$ cat src/window_pkg.sv
/*
  shared types for the 3x3 window filter
  pixel width is fixed here and is not a module parameter
*/
`default_nettype none

package window_pkg;

  localparam int pixel_w = 8;

  // one grey-level sample
  typedef logic [pixel_w-1:0] pixel_t;

  // operation select, captured with every pixel
  typedef enum logic [1:0] {
    op_pass,
    op_smooth,
    op_sobel
  } filter_op_e;

  // input four-phase link
  typedef enum logic [1:0] {
    rx_idle,
    rx_ack,
    rx_drop
  } rx_state_e;

  // output four-phase link
  typedef enum logic [1:0] {
    tx_idle,
    tx_req,
    tx_drop
  } tx_state_e;

endpackage

`default_nettype wire

$ cat src/pixel_rx.sv
/*
  input side of the filter: four-phase req/ack, one pixel per transfer
  in_sof puts its pixel at column 0, row 0; there is no frame height
  line_width must be at least 3; the row count saturates at 2
*/
`timescale 1ns/1ns
`default_nettype none

module pixel_rx #(
  parameter int line_width = 320
) (
  input  wire                          clk,
  input  wire                          rst_n,
  input  wire                          in_req,
  input  wire                          in_sof,
  input  wire window_pkg::pixel_t      in_data,
  input  wire window_pkg::filter_op_e  in_op,
  input  wire                          busy,
  output logic                         in_ack,
  output logic                         advance,
  output window_pkg::pixel_t           pix,
  output logic [$clog2(line_width)-1:0] col,
  output window_pkg::filter_op_e       op,
  output logic                         win_ok
);

  localparam int col_w = $clog2(line_width);

  window_pkg::rx_state_e state;
  logic [col_w-1:0]      col_cnt;
  logic [1:0]            row_cnt;
  logic [col_w-1:0]      pos_col;
  logic [1:0]            pos_row;
  logic                  accept;
  logic                  last_col;

  // a pending result blocks the next transfer
  assign accept   = (state == window_pkg::rx_idle) && in_req && !busy;
  assign pos_col  = in_sof ? '0 : col_cnt;
  assign pos_row  = in_sof ? 2'd0 : row_cnt;
  assign last_col = (pos_col == col_w'(line_width - 1));
  assign in_ack   = (state == window_pkg::rx_ack);

  always_ff @(posedge clk or negedge rst_n) begin
    if (!rst_n) begin
      state <= window_pkg::rx_idle;
    end else begin
      case (state)
        window_pkg::rx_idle: begin
          if (accept) begin
            state <= window_pkg::rx_ack;
          end
        end
        window_pkg::rx_ack: begin
          if (!in_req) begin
            state <= window_pkg::rx_drop;
          end
        end
        // one turnaround cycle with ack low
        default: state <= window_pkg::rx_idle;
      endcase
    end
  end

  always_ff @(posedge clk or negedge rst_n) begin
    if (!rst_n) begin
      col_cnt <= '0;
      row_cnt <= 2'd0;
      advance <= 1'b0;
      win_ok  <= 1'b0;
    end else begin
      advance <= accept;
      win_ok  <= accept && (pos_col >= col_w'(2)) && (pos_row == 2'd2);
      if (accept) begin
        if (last_col) begin
          col_cnt <= '0;
          // rows 0, 1 and "2 or more" are all that matter
          row_cnt <= (pos_row == 2'd2) ? pos_row : pos_row + 2'd1;
        end else begin
          col_cnt <= pos_col + 1'b1;
          row_cnt <= pos_row;
        end
      end
    end
  end

  always_ff @(posedge clk) begin
    if (accept) begin
      pix <= in_data;
      col <= pos_col;
      op  <= in_op;
    end
  end

endmodule

`default_nettype wire

$ cat config.mk
export PLATFORM = sky130hd
export DESIGN_NAME = pixel_rx
export DESIGN_NICKNAME = d
export VERILOG_FILES = /design/src/window_pkg.sv /design/src/pixel_rx.sv
export SDC_FILE = /design/constraint.sdc
export NUM_CORES = 1
export LEC_CHECK = 0
export BUFFER_PORTS_ARGS = -buffer_cell sky130_fd_sc_hd__buf_4
export CAP_MARGIN = 40
export CORE_MARGIN = 2
export CORE_UTILIZATION = 30
export CTS_CLUSTER_SIZE = 28
export DETAILED_ROUTE_END_ITERATION = 8
export GPL_TIMING_DRIVEN = 0
export PLACE_DENSITY = 0.58
export SYNTH_ARGS = -nofsm -noshare
export SYNTH_HDL_FRONTEND = slang
export SYNTH_SLANG_ARGS = --single-unit
export TNS_END_PERCENT = 20
$ cat constraint.sdc
create_clock -name clk -period 2 [get_ports clk]
set_input_delay 0.2 -clock clk [delete_from_list [all_inputs] [get_ports clk]]
set_output_delay 0.2 -clock clk [all_outputs]
set_load 0.01 [all_outputs]
==> run summary <==
Maximum fanout along the worst path -> 26
Die Y -> 74.1 um
Non-Filler Instances -> 226
Final period util -> 82.2%
RSZ-0062 raised after global routing -> no
Via count -> 1,033
FP Rows -> 25
Final Util -> 40.5%
Pin count of the biggest net entering global routing -> 27
Share of cells above drive strength 1 -> 34.0%
Worst skew pair latency -> 280 ps
Final min period -> 1640 ps
Number of global-route vias before repair -> 1,020
H-tree depth -> 2
Hold slack -> 72.7 ps
Setup violators final -> 0
Area delta synth->final -> 29.7%
Number of library cell types mapped by synthesis -> 32
Initial Utilization -> 31.2%
Nets -> 175
Max-cap viol count -> 0
Slew Viols, Final -> 0
Sequential-to-total area share from yosys stat -> 64.2%
# resized after CTS -> 0
Synth area leaders -> edfxtp_1 (39%), dfrtp_1 (25%), nor2b_1 (4.2%)
Crit end category -> flip-flop
Worst-margin pin slew -> 368 ps
Die area -> 5490 um^2
Yosys top cell by area -> edfxtp_1
ANT nets after route -> 0
Reg2reg setup slack -> 360 ps
Detailed-route DRC error count -> 0
Drt first pass iters -> 4
Gr ovfl total -> 0
Maximum clock frequency -> 608 MHz
Initial DRC count -> 87
Routed WL -> 2.83 mm
Clock slew at reported path FFs -> 70 ps
Startpoint Class -> flip-flop
Worst hold path class -> in -> reg
GP Congestion -> 0.767
Synthesized cell area -> 1470 um^2
Mapped Cells -> 115
Commonest cells after routing, fill and taps aside -> buf_4 (35), edfxtp_1 (19), dfrtp_1 (15), nand2_1 (13), nor2b_1 (10)
Routed len/inst -> 12.5 um
TritonCTS clock tree -> done
Initial antenna violation count -> 0
Port Buffers -> 35
Pre-CTS WS -> 348 ps
Flops & latches, synth -> 34
First-pass GRT wire length -> 4.73 mm
Critical path arrival -> 1840 ps
WP data required -> 2200 ps
Setup TNS -> 0 ps
Number of cells after detailed placement -> 217
Final hold vios -> 0
Total core area -> 4720 um^2
Synth top area share -> 38.7%
Drt via density -> 4.57
Die Width -> 74.1 um
Layout Skew -> 5.11 ps
R2R depth -> 5
Leak pwr -> 0.795 nW
GRT Overall Usage -> 11.4%
Number of diodes -> 0
Area occupied by multi-input gates -> 464 um^2
Commonest non-fill, non-tap cell in the layout -> buf_4
Syn_nets -> 132
Power density cells -> 844 nW/um^2
Clock sink count -> 34
Outcome -> finished, final reports clean
VDD IR max -> 0.217 mV
Max Root-Sink Buffers -> 2
Root buffer cell -> clkbuf_8
Worst slew margin -> 75.3%
Yosys synthesis warning count -> 0
Syn Area/Cell -> 12.8 um^2
CP Class -> reg -> reg
CTS buffer count -> 5
Reg area -> 946 um^2
Fill cell total of the finished layout -> 474
Hold Path Cell Cnt -> 2
Final worst slack -> 356 ps
Post-DP HPWL -> 2.02 mm
I/O pins -> 37
final timing paths:
kind / startpoint / end
min reg2reg: row_cnt[0] / row_cnt[0]
max reg2reg: state[0] / col_cnt[2]
min: in_req / state[1]
max in group asynchronous: rst_n / advance
max: state[0] / col_cnt[2]
min in group asynchronous: rst_n / state[0]
flip-flops by register name, summed over array words and instances, names as in the netlist:
name and flops:
col_cnt 9, op 2, win_ok 1, row_cnt 2, col 9, advance 1
pix 8, state 2
power by group:
part | switching, mW | internal, mW | leakage (nW)
combinational | 0.166 | 0.125 | 0.376
sequential | 0.0391 | 0.810 | 0.376
clock | 0.235 | 0.239 | 0.0426
total | 0.440 | 1.17 | 0.795
cell families after synthesis:
kind of cell | synth area share [%]
buffers and inverters | 4.25
multiplexers | 2.04
AO/OA/AOI/OAI | 8.50
flip-flops | 64.2
adder cells (fa/ha/maj) | 1.70
AND/OR/NAND/NOR | 19.3
worst max-delay path: stages (launching register included):
cell	delay (ps)
dfrtp_1	370
or4b_1	530
buf_6	170
clkinv_4	190
nand3_4	110
o31ai_2	180
per-layer routing:
layer / global-route usage, % / up-vias / wire, um
li1: - / 500 / -
met1: 13.0 / 477 / 1170
met2: 19.1 / 51 / 1350
met3: 4.07 / 5 / 268
met4: 5.45 / 0 / 43
met5: 0 / - / 0
through the flow:
step | total power [mW] | instance area, um^2
detailed placement | 1.16 | 1820
CTS | 1.64 | 1910
floorplan | 1.04 | 1470
global route | 1.71 | 1910
finish | 1.61 | 1910
global placement | 1.14 | 1820
cells in the mapped netlist, drive strengths merged:
library cell,number
nor2,4
and4b,1
o31ai,2
dfrtp,15
nand2,13
buf,6
edfxtp,19
o21ai,11
a21oi,4
nand4,1
nor4,3
nor3,2
or2,1
inv,3
or4b,1
and4,1
o211ai,2
nand3,6
a31oi,1
ha,2
nor2b,10
nand3b,1
mux2i,3
clkinv,1
and3,1
nand4bb,1
repair_timing:
| action | 4_1_cts | 5_1_grt |
|---|---|---|
| hold endpoints to repair | 15 | 0 |
| hold buffers | 1 | 0 |
| buffers inserted | 0 | 0 |
area by class of cell:
class	instances	area share, %
Clock buffer	6	3.80
Clock inverter	2	0.458
Buffer	6	2.23
Multi-Input combinational cell	71	24.3
Tap cell	67	4.39
Inverter	4	1.05
Sequential cell	34	49.5
Timing Repair Buffer	36	14.3
Note: power is estimated with default switching activity, not from simulation.
