### src/window_pkg.sv
/*
  shared types for the 3x3 window filter
  pixel width is fixed here and is not a module parameter
*/
`default_nettype none

package window_pkg;

  localparam int pixel_w = 8;

  // one grey-level sample
  typedef logic [pixel_w-1:0] pixel_t;

  // operation select, captured with every pixel
  typedef enum logic [1:0] {
    op_pass,
    op_smooth,
    op_sobel
  } filter_op_e;

  // input four-phase link
  typedef enum logic [1:0] {
    rx_idle,
    rx_ack,
    rx_drop
  } rx_state_e;

  // output four-phase link
  typedef enum logic [1:0] {
    tx_idle,
    tx_req,
    tx_drop
  } tx_state_e;

endpackage

`default_nettype wire

### src/window_op.sv
/*
  computes the selected operation on a complete window and sends it out
  over a four-phase req/ack link; one result in flight at a time
  smooth truncates the weighted sum, sobel saturates at 255
*/
`timescale 1ns/1ns
`default_nettype none

module window_op (
  input  wire                          clk,
  input  wire                          rst_n,
  input  wire window_pkg::pixel_t      w00,
  input  wire window_pkg::pixel_t      w01,
  input  wire window_pkg::pixel_t      w02,
  input  wire window_pkg::pixel_t      w10,
  input  wire window_pkg::pixel_t      w11,
  input  wire window_pkg::pixel_t      w12,
  input  wire window_pkg::pixel_t      w20,
  input  wire window_pkg::pixel_t      w21,
  input  wire window_pkg::pixel_t      w22,
  input  wire window_pkg::filter_op_e  win_op,
  input  wire                          win_ready,
  input  wire                          out_ack,
  output logic                         out_req,
  output window_pkg::pixel_t           out_data,
  output logic                         busy
);

  window_pkg::tx_state_e state;
  window_pkg::pixel_t    result;
  logic [11:0]           smooth_sum;
  logic [9:0]            left_sum;
  logic [9:0]            right_sum;
  logic [9:0]            top_sum;
  logic [9:0]            bottom_sum;
  logic [9:0]            gx_abs;
  logic [9:0]            gy_abs;
  logic [10:0]           mag;

  // 1-2-1 by 1-2-1 kernel, weights sum to 16
  assign smooth_sum = {4'b0, w00} + {3'b0, w01, 1'b0} + {4'b0, w02}
                    + {3'b0, w10, 1'b0} + {2'b0, w11, 2'b0} + {3'b0, w12, 1'b0}
                    + {4'b0, w20} + {3'b0, w21, 1'b0} + {4'b0, w22};

  // column and row sums with weights 1 2 1
  assign left_sum   = {2'b0, w00} + {1'b0, w10, 1'b0} + {2'b0, w20};
  assign right_sum  = {2'b0, w02} + {1'b0, w12, 1'b0} + {2'b0, w22};
  assign top_sum    = {2'b0, w00} + {1'b0, w01, 1'b0} + {2'b0, w02};
  assign bottom_sum = {2'b0, w20} + {1'b0, w21, 1'b0} + {2'b0, w22};

  assign gx_abs = (right_sum >= left_sum) ? right_sum - left_sum : left_sum - right_sum;
  assign gy_abs = (bottom_sum >= top_sum) ? bottom_sum - top_sum : top_sum - bottom_sum;
  assign mag    = {1'b0, gx_abs} + {1'b0, gy_abs};

  always_comb begin
    case (win_op)
      window_pkg::op_smooth: result = smooth_sum[11:4];
      window_pkg::op_sobel:  result = (mag > 11'd255) ? '1 : mag[7:0];
      window_pkg::op_pass:   result = w11;
      default:               result = w11;
    endcase
  end

  // held from the window pulse until the handshake has finished
  assign busy    = win_ready || (state != window_pkg::tx_idle);
  assign out_req = (state == window_pkg::tx_req);

  always_ff @(posedge clk or negedge rst_n) begin
    if (!rst_n) begin
      state <= window_pkg::tx_idle;
    end else begin
      case (state)
        window_pkg::tx_idle: begin
          if (win_ready) begin
            state <= window_pkg::tx_req;
          end
        end
        window_pkg::tx_req: begin
          if (out_ack) begin
            state <= window_pkg::tx_drop;
          end
        end
        // wait for the receiver to release ack
        default: begin
          if (!out_ack) begin
            state <= window_pkg::tx_idle;
          end
        end
      endcase
    end
  end

  always_ff @(posedge clk) begin
    if (win_ready && (state == window_pkg::tx_idle)) begin
      out_data <= result;
    end
  end

endmodule

`default_nettype wire

### config.mk
export PLATFORM = sky130hd
export DESIGN_NAME = window_op
export DESIGN_NICKNAME = d
export VERILOG_FILES = /design/src/window_pkg.sv /design/src/window_op.sv
export SDC_FILE = /design/constraint.sdc
export NUM_CORES = 1
export LEC_CHECK = 0
export BUFFER_PORTS_ARGS = -buffer_cell sky130_fd_sc_hd__clkbuf_2
export CAP_MARGIN = 0
export CORE_MARGIN = 8
export CORE_UTILIZATION = 50
export DETAILED_ROUTE_END_ITERATION = 10
export GPL_ROUTABILITY_DRIVEN = 0
export PLACE_DENSITY = 0.7
export REMOVE_ABC_BUFFERS = 1
export SETUP_SLACK_MARGIN = 0.5
export SLEW_MARGIN = 20
export SYNTH_ARGS = -nofsm -noshare
export SYNTH_HDL_FRONTEND = slang
export SYNTH_SLANG_ARGS = --single-unit
### constraint.sdc
create_clock -name clk -period 3.3 [get_ports clk]
set_input_delay 0.33 -clock clk [delete_from_list [all_inputs] [get_ports clk]]
set_output_delay 0.33 -clock clk [all_outputs]
set_load 0.05 [all_outputs]
==> impl_metrics.json, run 1 <==
{
  "syn_inst": 705,
  "crit_family": "compound AO/OA/AOI/OAI gates",
  "slew_headroom_pct": 56.4,
  "clockRootBuffer": "clkbuf_16",
  "port_buffers": 87,
  "syn_area_per_cell_sq_um": 8.63,
  "period_share_pct": 173,
  "drive_above_1_share_pct": 38.0,
  "vias": 6312,
  "finalHoldViolCount": 0,
  "grt_pass1_wl_mm": 31.3,
  "layout_commonest_cell": "buf_4",
  "met1_length_mm": 7.54,
  "critPathSlowestCell": "fa_1",
  "dp.cells": 1134,
  "tns_ps": -18600,
  "cp-start-kind": "input pin",
  "cts.sinks": 10,
  "mappedNetlistArea_sq_mm": 0.00608,
  "met3_length_mm": 1.10,
  "tightest_slew_ps": 652,
  "dieWidth_um": 126,
  "cts_tree": "done",
  "clock.fmax_ghz": 0.176,
  "dp_slack_ps": -2930,
  "cp_data_arrival_time_ps": 5650,
  "synthTopCellsByArea": "fa_1, ha_1, inv_1",
  "required_ps": 3260,
  "outcome": "finished, violations left",
  "io_pins": 88,
  "dp_hpwl_mm": 16.2,
  "critPathKind": "input pin to flip-flop",
  "wirelength_mm": 19.3,
  "drt_iter0_markers": 310,
  "htreeDepth": 1,
  "yosysTopAreaCell": "fa_1",
  "seq_area_frac_synth_pct": 4.77,
  "critPathMostFrequentCell": "inv_1",
  "n_antenna_cell": 0,
  "cts_buffer_depth": 2,
  "cpPeakStageDelay_ps": 510,
  "final-setup-viol-count": 8,
  "crit_fanout": 8,
  "maxSlewViolCount": 0,
  "synth.ff_latch_count": 10,
  "coreArea_sq_mm": 0.0120,
  "wl_met2_mm": 9.87,
  "antenna_found_initial": 0,
  "hold_depth": 2,
  "synth_edf_count": 8,
  "drv_cap": 0,
  "hold_class": "input pin to flip-flop",
  "first_pass_iters": 5,
  "drt-wirelength-per-cell_um": 16.7,
  "avgViaCountPerCell": 5.46,
  "top_layer": "met4",
  "crit_path_end_kind": "flip-flop",
  "overflow": 0,
  "fin_ws_ps": -2400,
  "period_minus_slack_ps": 5700,
  "rr_worst_depth": 2,
  "synth_top_area_share_pct": 25.0,
  "grt_start_max_net_pins": 13,
  "initial_core_util_pct": 50.8,
  "antenna_left": 0,
  "drc_errors": 0,
  "area_delta_synth_final_pct": 43.0,
  "finalNonFillerCells": 1155,
  "cp.depth": 25,
  "yosys_most_used_dff": "edfxtp_1",
  "clk_latency_ps": 240,
  "async_flop_share_pct": 20.0,
  "dieArea_sq_mm": 0.0159,
  "grt_setup_unrepaired": "yes",
  "grt_pass1_vias": 6702,
  "grt_use_total_pct": 23.6,
  "rows": 40,
  "synth_cell_types": 60,
  "yosys_warnings": 0,
  "fin_skew_ps": 1.09,
  "clk_pin_slew_ps": 40,
  "mostFrequentLayoutCells": "buf_4, inv_1, ha_1, clkbuf_2, fa_1",
  "die_y_um": 126,
  "cts_buffers": 3,
  "violations": "setup timing",
  "num-nets-final": 1262,
  "cp.buffers_inverters": 5
}
## layout make-up
cell class                      count  area [sq um]
Clock buffer                        3          75.1
Clock inverter                      1          3.75
Fill cell                         857          3270
Inverter                          139           524
Multi-Input combinational cell    544          5470
Sequential cell                    10           290
Tap cell                          147           184
Timing Repair Buffer              311          2150
## routing by layer
metal | up-vias | track usage (%)
met5 | - | 0
met4 | 0 | 9.13
met3 | 52 | 3.27
met2 | 232 | 42.9
met1 | 3059 | 27.6
li1 | 2969 | -
## worst paths after layout
path,start,to,slack (ps)
min,out_ack,state[1],350
min in group asynchronous,rst_n,state[1],410
max reg2reg,state[0],out_data[1],1900
max in group asynchronous,rst_n,state[0],2800
max,w12[0],out_data[7],-2400
min reg2reg,state[0],state[0],560
## repair_timing
action | CTS | global route
hold buffers | 1 | 0
gates resized for setup | 43 | 35
pin swaps | 31 | 25
hold endpoints to repair | 2 | 0
endpoints found under the setup margin | 8 | 8
setup buffers | 7 | 9
## registers in the layout, summed over array words and instances (netlist names)
name      cells
state         2
out_data      8
## synth_stat cells, drive strengths merged (10+ instances only)
cell and count:
xnor2 33, a21oi 49, ha 99, nor2b 15
a21o 23, xor2 30, o21ai 37, mux2i 10
nor2 29, fa 76, nand2 25, inv 139
o21a 13, nor3 10
## stage by stage
step / util, % / cell area, sq um / hold WS (ps)
finish: 72.7 / 8700 / 348
global route: 72.7 / 8700 / 366
CTS: 71.0 / 8490 / 347
detailed placement: 68.4 / 8180 / 118
global placement: 68.4 / 8180 / 116
floorplan: - / 6010 / 34.4
## logic make-up after synthesis
logic type | synth area share (%)
AOI/OAI and AO/OA | 19.3
adders and majority gates | 45.4
buffers and inverters | 9.79
and+or+nand+nor | 9.67
xor gates and xnor gates | 9.07
muxes | 2.02
DFF | 4.77
Power of run 1 is left out: the tool's default activity adds up to more than one toggle a clock period on the data nets, which glitch-free logic cannot reach.
==> run 2: changes to the inputs <==
ABC_AREA = 1   (was unset)
==> impl_metrics.json, run 2 <==
{
  "rows": 42,
  "crit_fanout": 5,
  "cts_buffers": 3,
  "vias": 6962,
  "synth_top_area_share_pct": 23.2,
  "grt_pass1_vias": 7249,
  "mostFrequentLayoutCells": "buf_4, inv_1, nand2_1, ha_1, clkbuf_2",
  "cts.sinks": 10,
  "clockRootBuffer": "clkbuf_16",
  "antenna_left": 0,
  "layout_commonest_cell": "buf_4",
  "cp-start-kind": "input pin",
  "violations": "setup timing",
  "num-nets-final": 1473,
  "dieWidth_um": 131,
  "synth_edf_count": 8,
  "fin_ws_ps": -1790,
  "required_ps": 3290,
  "mappedNetlistArea_sq_mm": 0.00656,
  "drt-wirelength-per-cell_um": 14.9,
  "finalHoldViolCount": 0,
  "critPathSlowestCell": "fa_1",
  "coreArea_sq_mm": 0.0130,
  "synth.ff_latch_count": 10,
  "overflow": 0,
  "grt_setup_unrepaired": "yes",
  "synthTopCellsByArea": "fa_1, ha_1, inv_1",
  "yosys_warnings": 0,
  "top_layer": "met4",
  "hold_class": "input pin to flip-flop",
  "n_antenna_cell": 0,
  "cpPeakStageDelay_ps": 520,
  "grt_start_max_net_pins": 14,
  "reg_top3": "out_data: 8 flops, state: 2 flops",
  "clk_pin_slew_ps": 40,
  "async_flop_share_pct": 20.0,
  "drt_iter0_markers": 346,
  "reg2reg_from": "state[1]",
  "met3_length_mm": 1.19,
  "final-setup-viol-count": 8,
  "timing.hold.ws_ps": 331,
  "crit_path_start": "w02[1]",
  "period_share_pct": 154,
  "synth_most_common_cell": "inv_1",
  "seq_area_frac_synth_pct": 4.42,
  "largest_reg_flops": 8,
  "io_pins": 88,
  "syn_area_per_cell_sq_um": 7.26,
  "yosysTopAreaCell": "fa_1",
  "slew_headroom_pct": 55.0,
  "met1_length_mm": 8.29,
  "wirelength_mm": 20.8,
  "clk_latency_ps": 240,
  "period_minus_slack_ps": 5090,
  "cts_tree": "done",
  "cts_buffer_depth": 2,
  "antenna_found_initial": 0,
  "die_y_um": 131,
  "drive_above_1_share_pct": 34.9,
  "avgViaCountPerCell": 4.99,
  "wl_met2_mm": 10.5,
  "cp_data_arrival_time_ps": 5080,
  "maxSlewViolCount": 0,
  "yosys_most_used_dff": "edfxtp_1",
  "dp_hpwl_mm": 17.5,
  "dieArea_sq_mm": 0.0170,
  "outcome": "finished, violations left",
  "final_util_pct": 72.1,
  "htreeDepth": 1,
  "grt_use_total_pct": 24.3,
  "top_register": "out_data",
  "synth_cell_types": 41,
  "grt_pass1_wl_mm": 32.7,
  "fin_skew_ps": 6.61,
  "tightest_slew_ps": 672,
  "crit_path_end_kind": "flip-flop",
  "syn_inst": 904,
  "first_pass_iters": 5,
  "initial_core_util_pct": 50.3,
  "clock.fmax_ghz": 0.196,
  "port_buffers": 87,
  "critPathKind": "input pin to flip-flop",
  "hold_start": "out_ack",
  "drc_errors": 0,
  "drv_cap": 0,
  "area_delta_synth_final_pct": 43.3,
  "synth_common_cells": "inv_1, nand2_1, ha_1",
  "dp_slack_ps": -2230
}
## run 2: cell count changes in the layout (fill, tap and decap cells not counted), sizes merged, moves of 7 or more
cell    change
nand2     +135
inv        +93
nand3      +40
a21oi      +34
nor2       +25
xnor2      -23
a21o       -22
xor2       +17
nor2b      -15
a211oi      -8
nor3        -8
o21a        -8
and2        -7
## run 2: path summary, 6_finish.rpt
check / slack [ps] / cells past startpoint / to
worst max-delay path: -1790 / 34 / out_data[4]
max in group asynchronous: 2790 / 2 / state[1]
worst max register to register: 1770 / 3 / out_data[1]
min in group asynchronous: 410 / 2 / state[0]
worst min-delay path: 330 / 3 / state[1]
worst min register to register: 530 / 2 / state[1]
## run 2: cell families (layout without fill, tap and decap cells)
family,Yosys count,count (layout),synth area share [%]
mux,4,4,0.610
compound gates,140,141,12.6
buf+inv,241,555,14.4
xor+xnor,57,57,7.61
flops,10,10,4.42
fa+ha+maj,175,175,42.1
simple gates,277,277,18.3
## run 2: timing repair
action | 4_1_cts | 5_1_grt
endpoints found under the setup margin | 8 | 8
endpoints found under the hold margin | 2 | 0
hold buffers | 1 | 0
gates cloned | 2 | 0
pin swaps | 24 | 41
setup buffers | 22 | 10
resized for setup | 40 | 51
## run 2: worst max-delay path, delay by kind of cell
family	cells	cell delay [ps]
adders and majority gates	5	1820
AOI/OAI and AO/OA	5	710
and+or+nand+nor	14	1130
buffers and inverters	9	920
xor gates and xnor gates	1	160
## run 2: stage by stage
stage / TNS (ps) / std cells / instance area (sq um)
after detailed placement: -17690 / 1356 / 8630
after CTS: -13630 / 1385 / 9080
after floorplan: -12690 / 895 / 6490
after global routing: -15810 / 1395 / 9400
after global placement: -16670 / 1356 / 8630
final: -14130 / 1395 / 9400
## run 2: metal layers
metal,track usage [%],vias to the layer above
met5,0,-
met4,9.86,0
met3,3.33,66
met2,44.3,230
met1,27.9,3232
li1,-,3434
## run 2: cell type report
cell class / instances / area, sq um
repair inverters: 1 / 7.51
well taps: 176 / 220
clock buffers: 4 / 78.8
inverters: 232 / 878
flip-flops and latches: 10 / 290
repair buffers: 318 / 2220
fillers: 1057 / 3630
multi-input cells: 654 / 5710
Power of run 2 is left out for the same reason.
==> run 3: changes to the inputs <==
--- a/config.mk
+++ b/config.mk
@@ -20,2 +20,3 @@
 export SYNTH_HDL_FRONTEND = slang
 export SYNTH_SLANG_ARGS = --single-unit
+export TNS_END_PERCENT = 50
==> constraint.sdc (replaced) <==
create_clock -name clk -period 3.3 [get_ports clk]
set_input_delay 0.99 -clock clk [delete_from_list [all_inputs] [get_ports clk]]
set_output_delay 0.99 -clock clk [all_outputs]
set_load 0.05 [all_outputs]
==> impl_metrics.json, run 3 (same netlist as run 2, synthesis figures left out) <==
{
  "outcome": "finished, violations left",
  "violations": "setup timing",
  "wirelength_mm": 20.5,
  "grt_setup_unrepaired": "yes",
  "cts_buffers": 3,
  "tightest_slew_ps": 664,
  "largest_reg_flops": 8,
  "finalInstanceArea_sq_mm": 0.00942,
  "maxSlewViolCount": 0,
  "clk_latency_ps": 230,
  "grt_pass1_vias": 7393,
  "fin_ws_ps": -2400,
  "final-setup-viol-count": 8,
  "cts_buffer_depth": 2,
  "drt_iter0_markers": 342,
  "layout_commonest_cell": "buf_4",
  "crit_path_end_kind": "flip-flop",
  "top_register": "out_data",
  "cp-start-kind": "input pin",
  "critPathMostFrequentCell": "nand2_2",
  "period_share_pct": 173,
  "finalNonFillerCells": 1391,
  "fillCellCount": 1052,
  "cts.sinks": 10,
  "reg_top3": "out_data: 8 flops, state: 2 flops",
  "clock.fmax_ghz": 0.175,
  "clk_pin_slew_ps": 40,
  "place_area_sq_mm": 0.00867,
  "overflow": 0,
  "drc_errors": 0,
  "avgViaCountPerCell": 4.94,
  "first_pass_iters": 5,
  "cp_data_arrival_time_ps": 5680,
  "grt_start_max_net_pins": 14,
  "vias": 6874,
  "dieArea_sq_mm": 0.0170,
  "grt_pass1_wl_mm": 33.3,
  "drv_cap": 0,
  "drive_above_1_share_pct": 35.1,
  "drt-wirelength-per-cell_um": 14.7,
  "dp_hpwl_mm": 17.4,
  "critPathSlowestCell": "fa_1",
  "finalHoldViolCount": 0,
  "critPathKind": "input pin to flip-flop",
  "area_delta_synth_final_pct": 43.6,
  "dieWidth_um": 131,
  "slew_headroom_pct": 55.6,
  "rrSetupSlack_ps": 1790,
  "n_antenna_cell": 0,
  "clockRootBuffer": "clkbuf_16",
  "antenna_found_initial": 0,
  "coreArea_sq_mm": 0.0130,
  "cpPeakStageDelay_ps": 550,
  "mostFrequentLayoutCells": "buf_4, inv_1, nand2_1, ha_1, clkbuf_2",
  "hold_buffers": 0,
  "rows": 42,
  "port_buffers": 87,
  "io_pins": 88,
  "cts_tree": "done",
  "required_ps": 3280,
  "antenna_left": 0,
  "die_y_um": 131,
  "busiest_layer": "met2",
  "use_met1_pct": 29.1,
  "initial_core_util_pct": 50.3,
  "htreeDepth": 1,
  "crit_fanout": 8,
  "met3_usage_pct": 1.42,
  "dp.cells": 1361,
  "hold_class": "flip-flop to flip-flop",
  "period_minus_slack_ps": 5700,
  "fin_skew_ps": 1.54,
  "num-nets-final": 1470,
  "grt_use_total_pct": 24.4,
  "use_met2_pct": 46.5,
  "final_util_pct": 72.3
}
run 3: cell types whose count changed in the layout (fill, tap and decap cells not counted), sizes merged:
cell / change
buf: -2
clkbuf: -1
dlygate4sd3: -1
run 3: critical path, delay by kind of cell:
| kind | cells | cell delay, ps |
|---|---|---|
| simple gates | 18 | 1650 |
| fa+ha+maj | 4 | 1640 |
| compound gates | 6 | 930 |
| buf+inv | 5 | 450 |
run 3: repair_timing:
item	4_1_cts	5_1_grt
setup buffers	13	12
gates cloned	2	0
setup endpoints to repair	8	8
resized for setup	58	47
pin swaps	45	45
run 3: per-stage QoR:
stage | setup slack, ps | hold WS, ps | setup TNS, ps
global placement | -2750 | 522 | -21940
global route | -2620 | 537 | -20780
finish | -2400 | 525 | -18980
CTS | -2370 | 532 | -18910
detailed placement | -2850 | 524 | -22680
floorplan | -2250 | 488 | -17970
run 3: final timing paths:
check                              start     endpoint  cells past startpoint
worst min-delay path            state[0]     state[1]                      2
min in group asynchronous          rst_n     state[0]                      1
worst max register to register  state[1]  out_data[2]                      3
worst max-delay path              w02[4]  out_data[2]                     33
max in group asynchronous          rst_n     state[1]                      1
worst min register to register  state[0]     state[1]                      2
run 3: cell type report:
type | count | area, sq um | share of cell area (%)
inverters | 232 | 886 | 9.40
repair inverters | 1 | 7.51 | 0.0797
flip-flops and latches | 10 | 290 | 3.08
multi-input cells | 654 | 5740 | 60.9
clock buffers | 3 | 75.1 | 0.797
well taps | 176 | 220 | 2.34
repair buffers | 315 | 2200 | 23.4
run 3: per-layer routing:
metal / vias up / routed length [um] / share of wire (%)
met5: - / 0 / 0
met4: 0 / 640 / 3.1
met3: 58 / 861 / 4.2
met2: 183 / 10400 / 51
met1: 3208 / 8560 / 42
li1: 3425 / - / -
Power of run 3 is left out for the same reason.
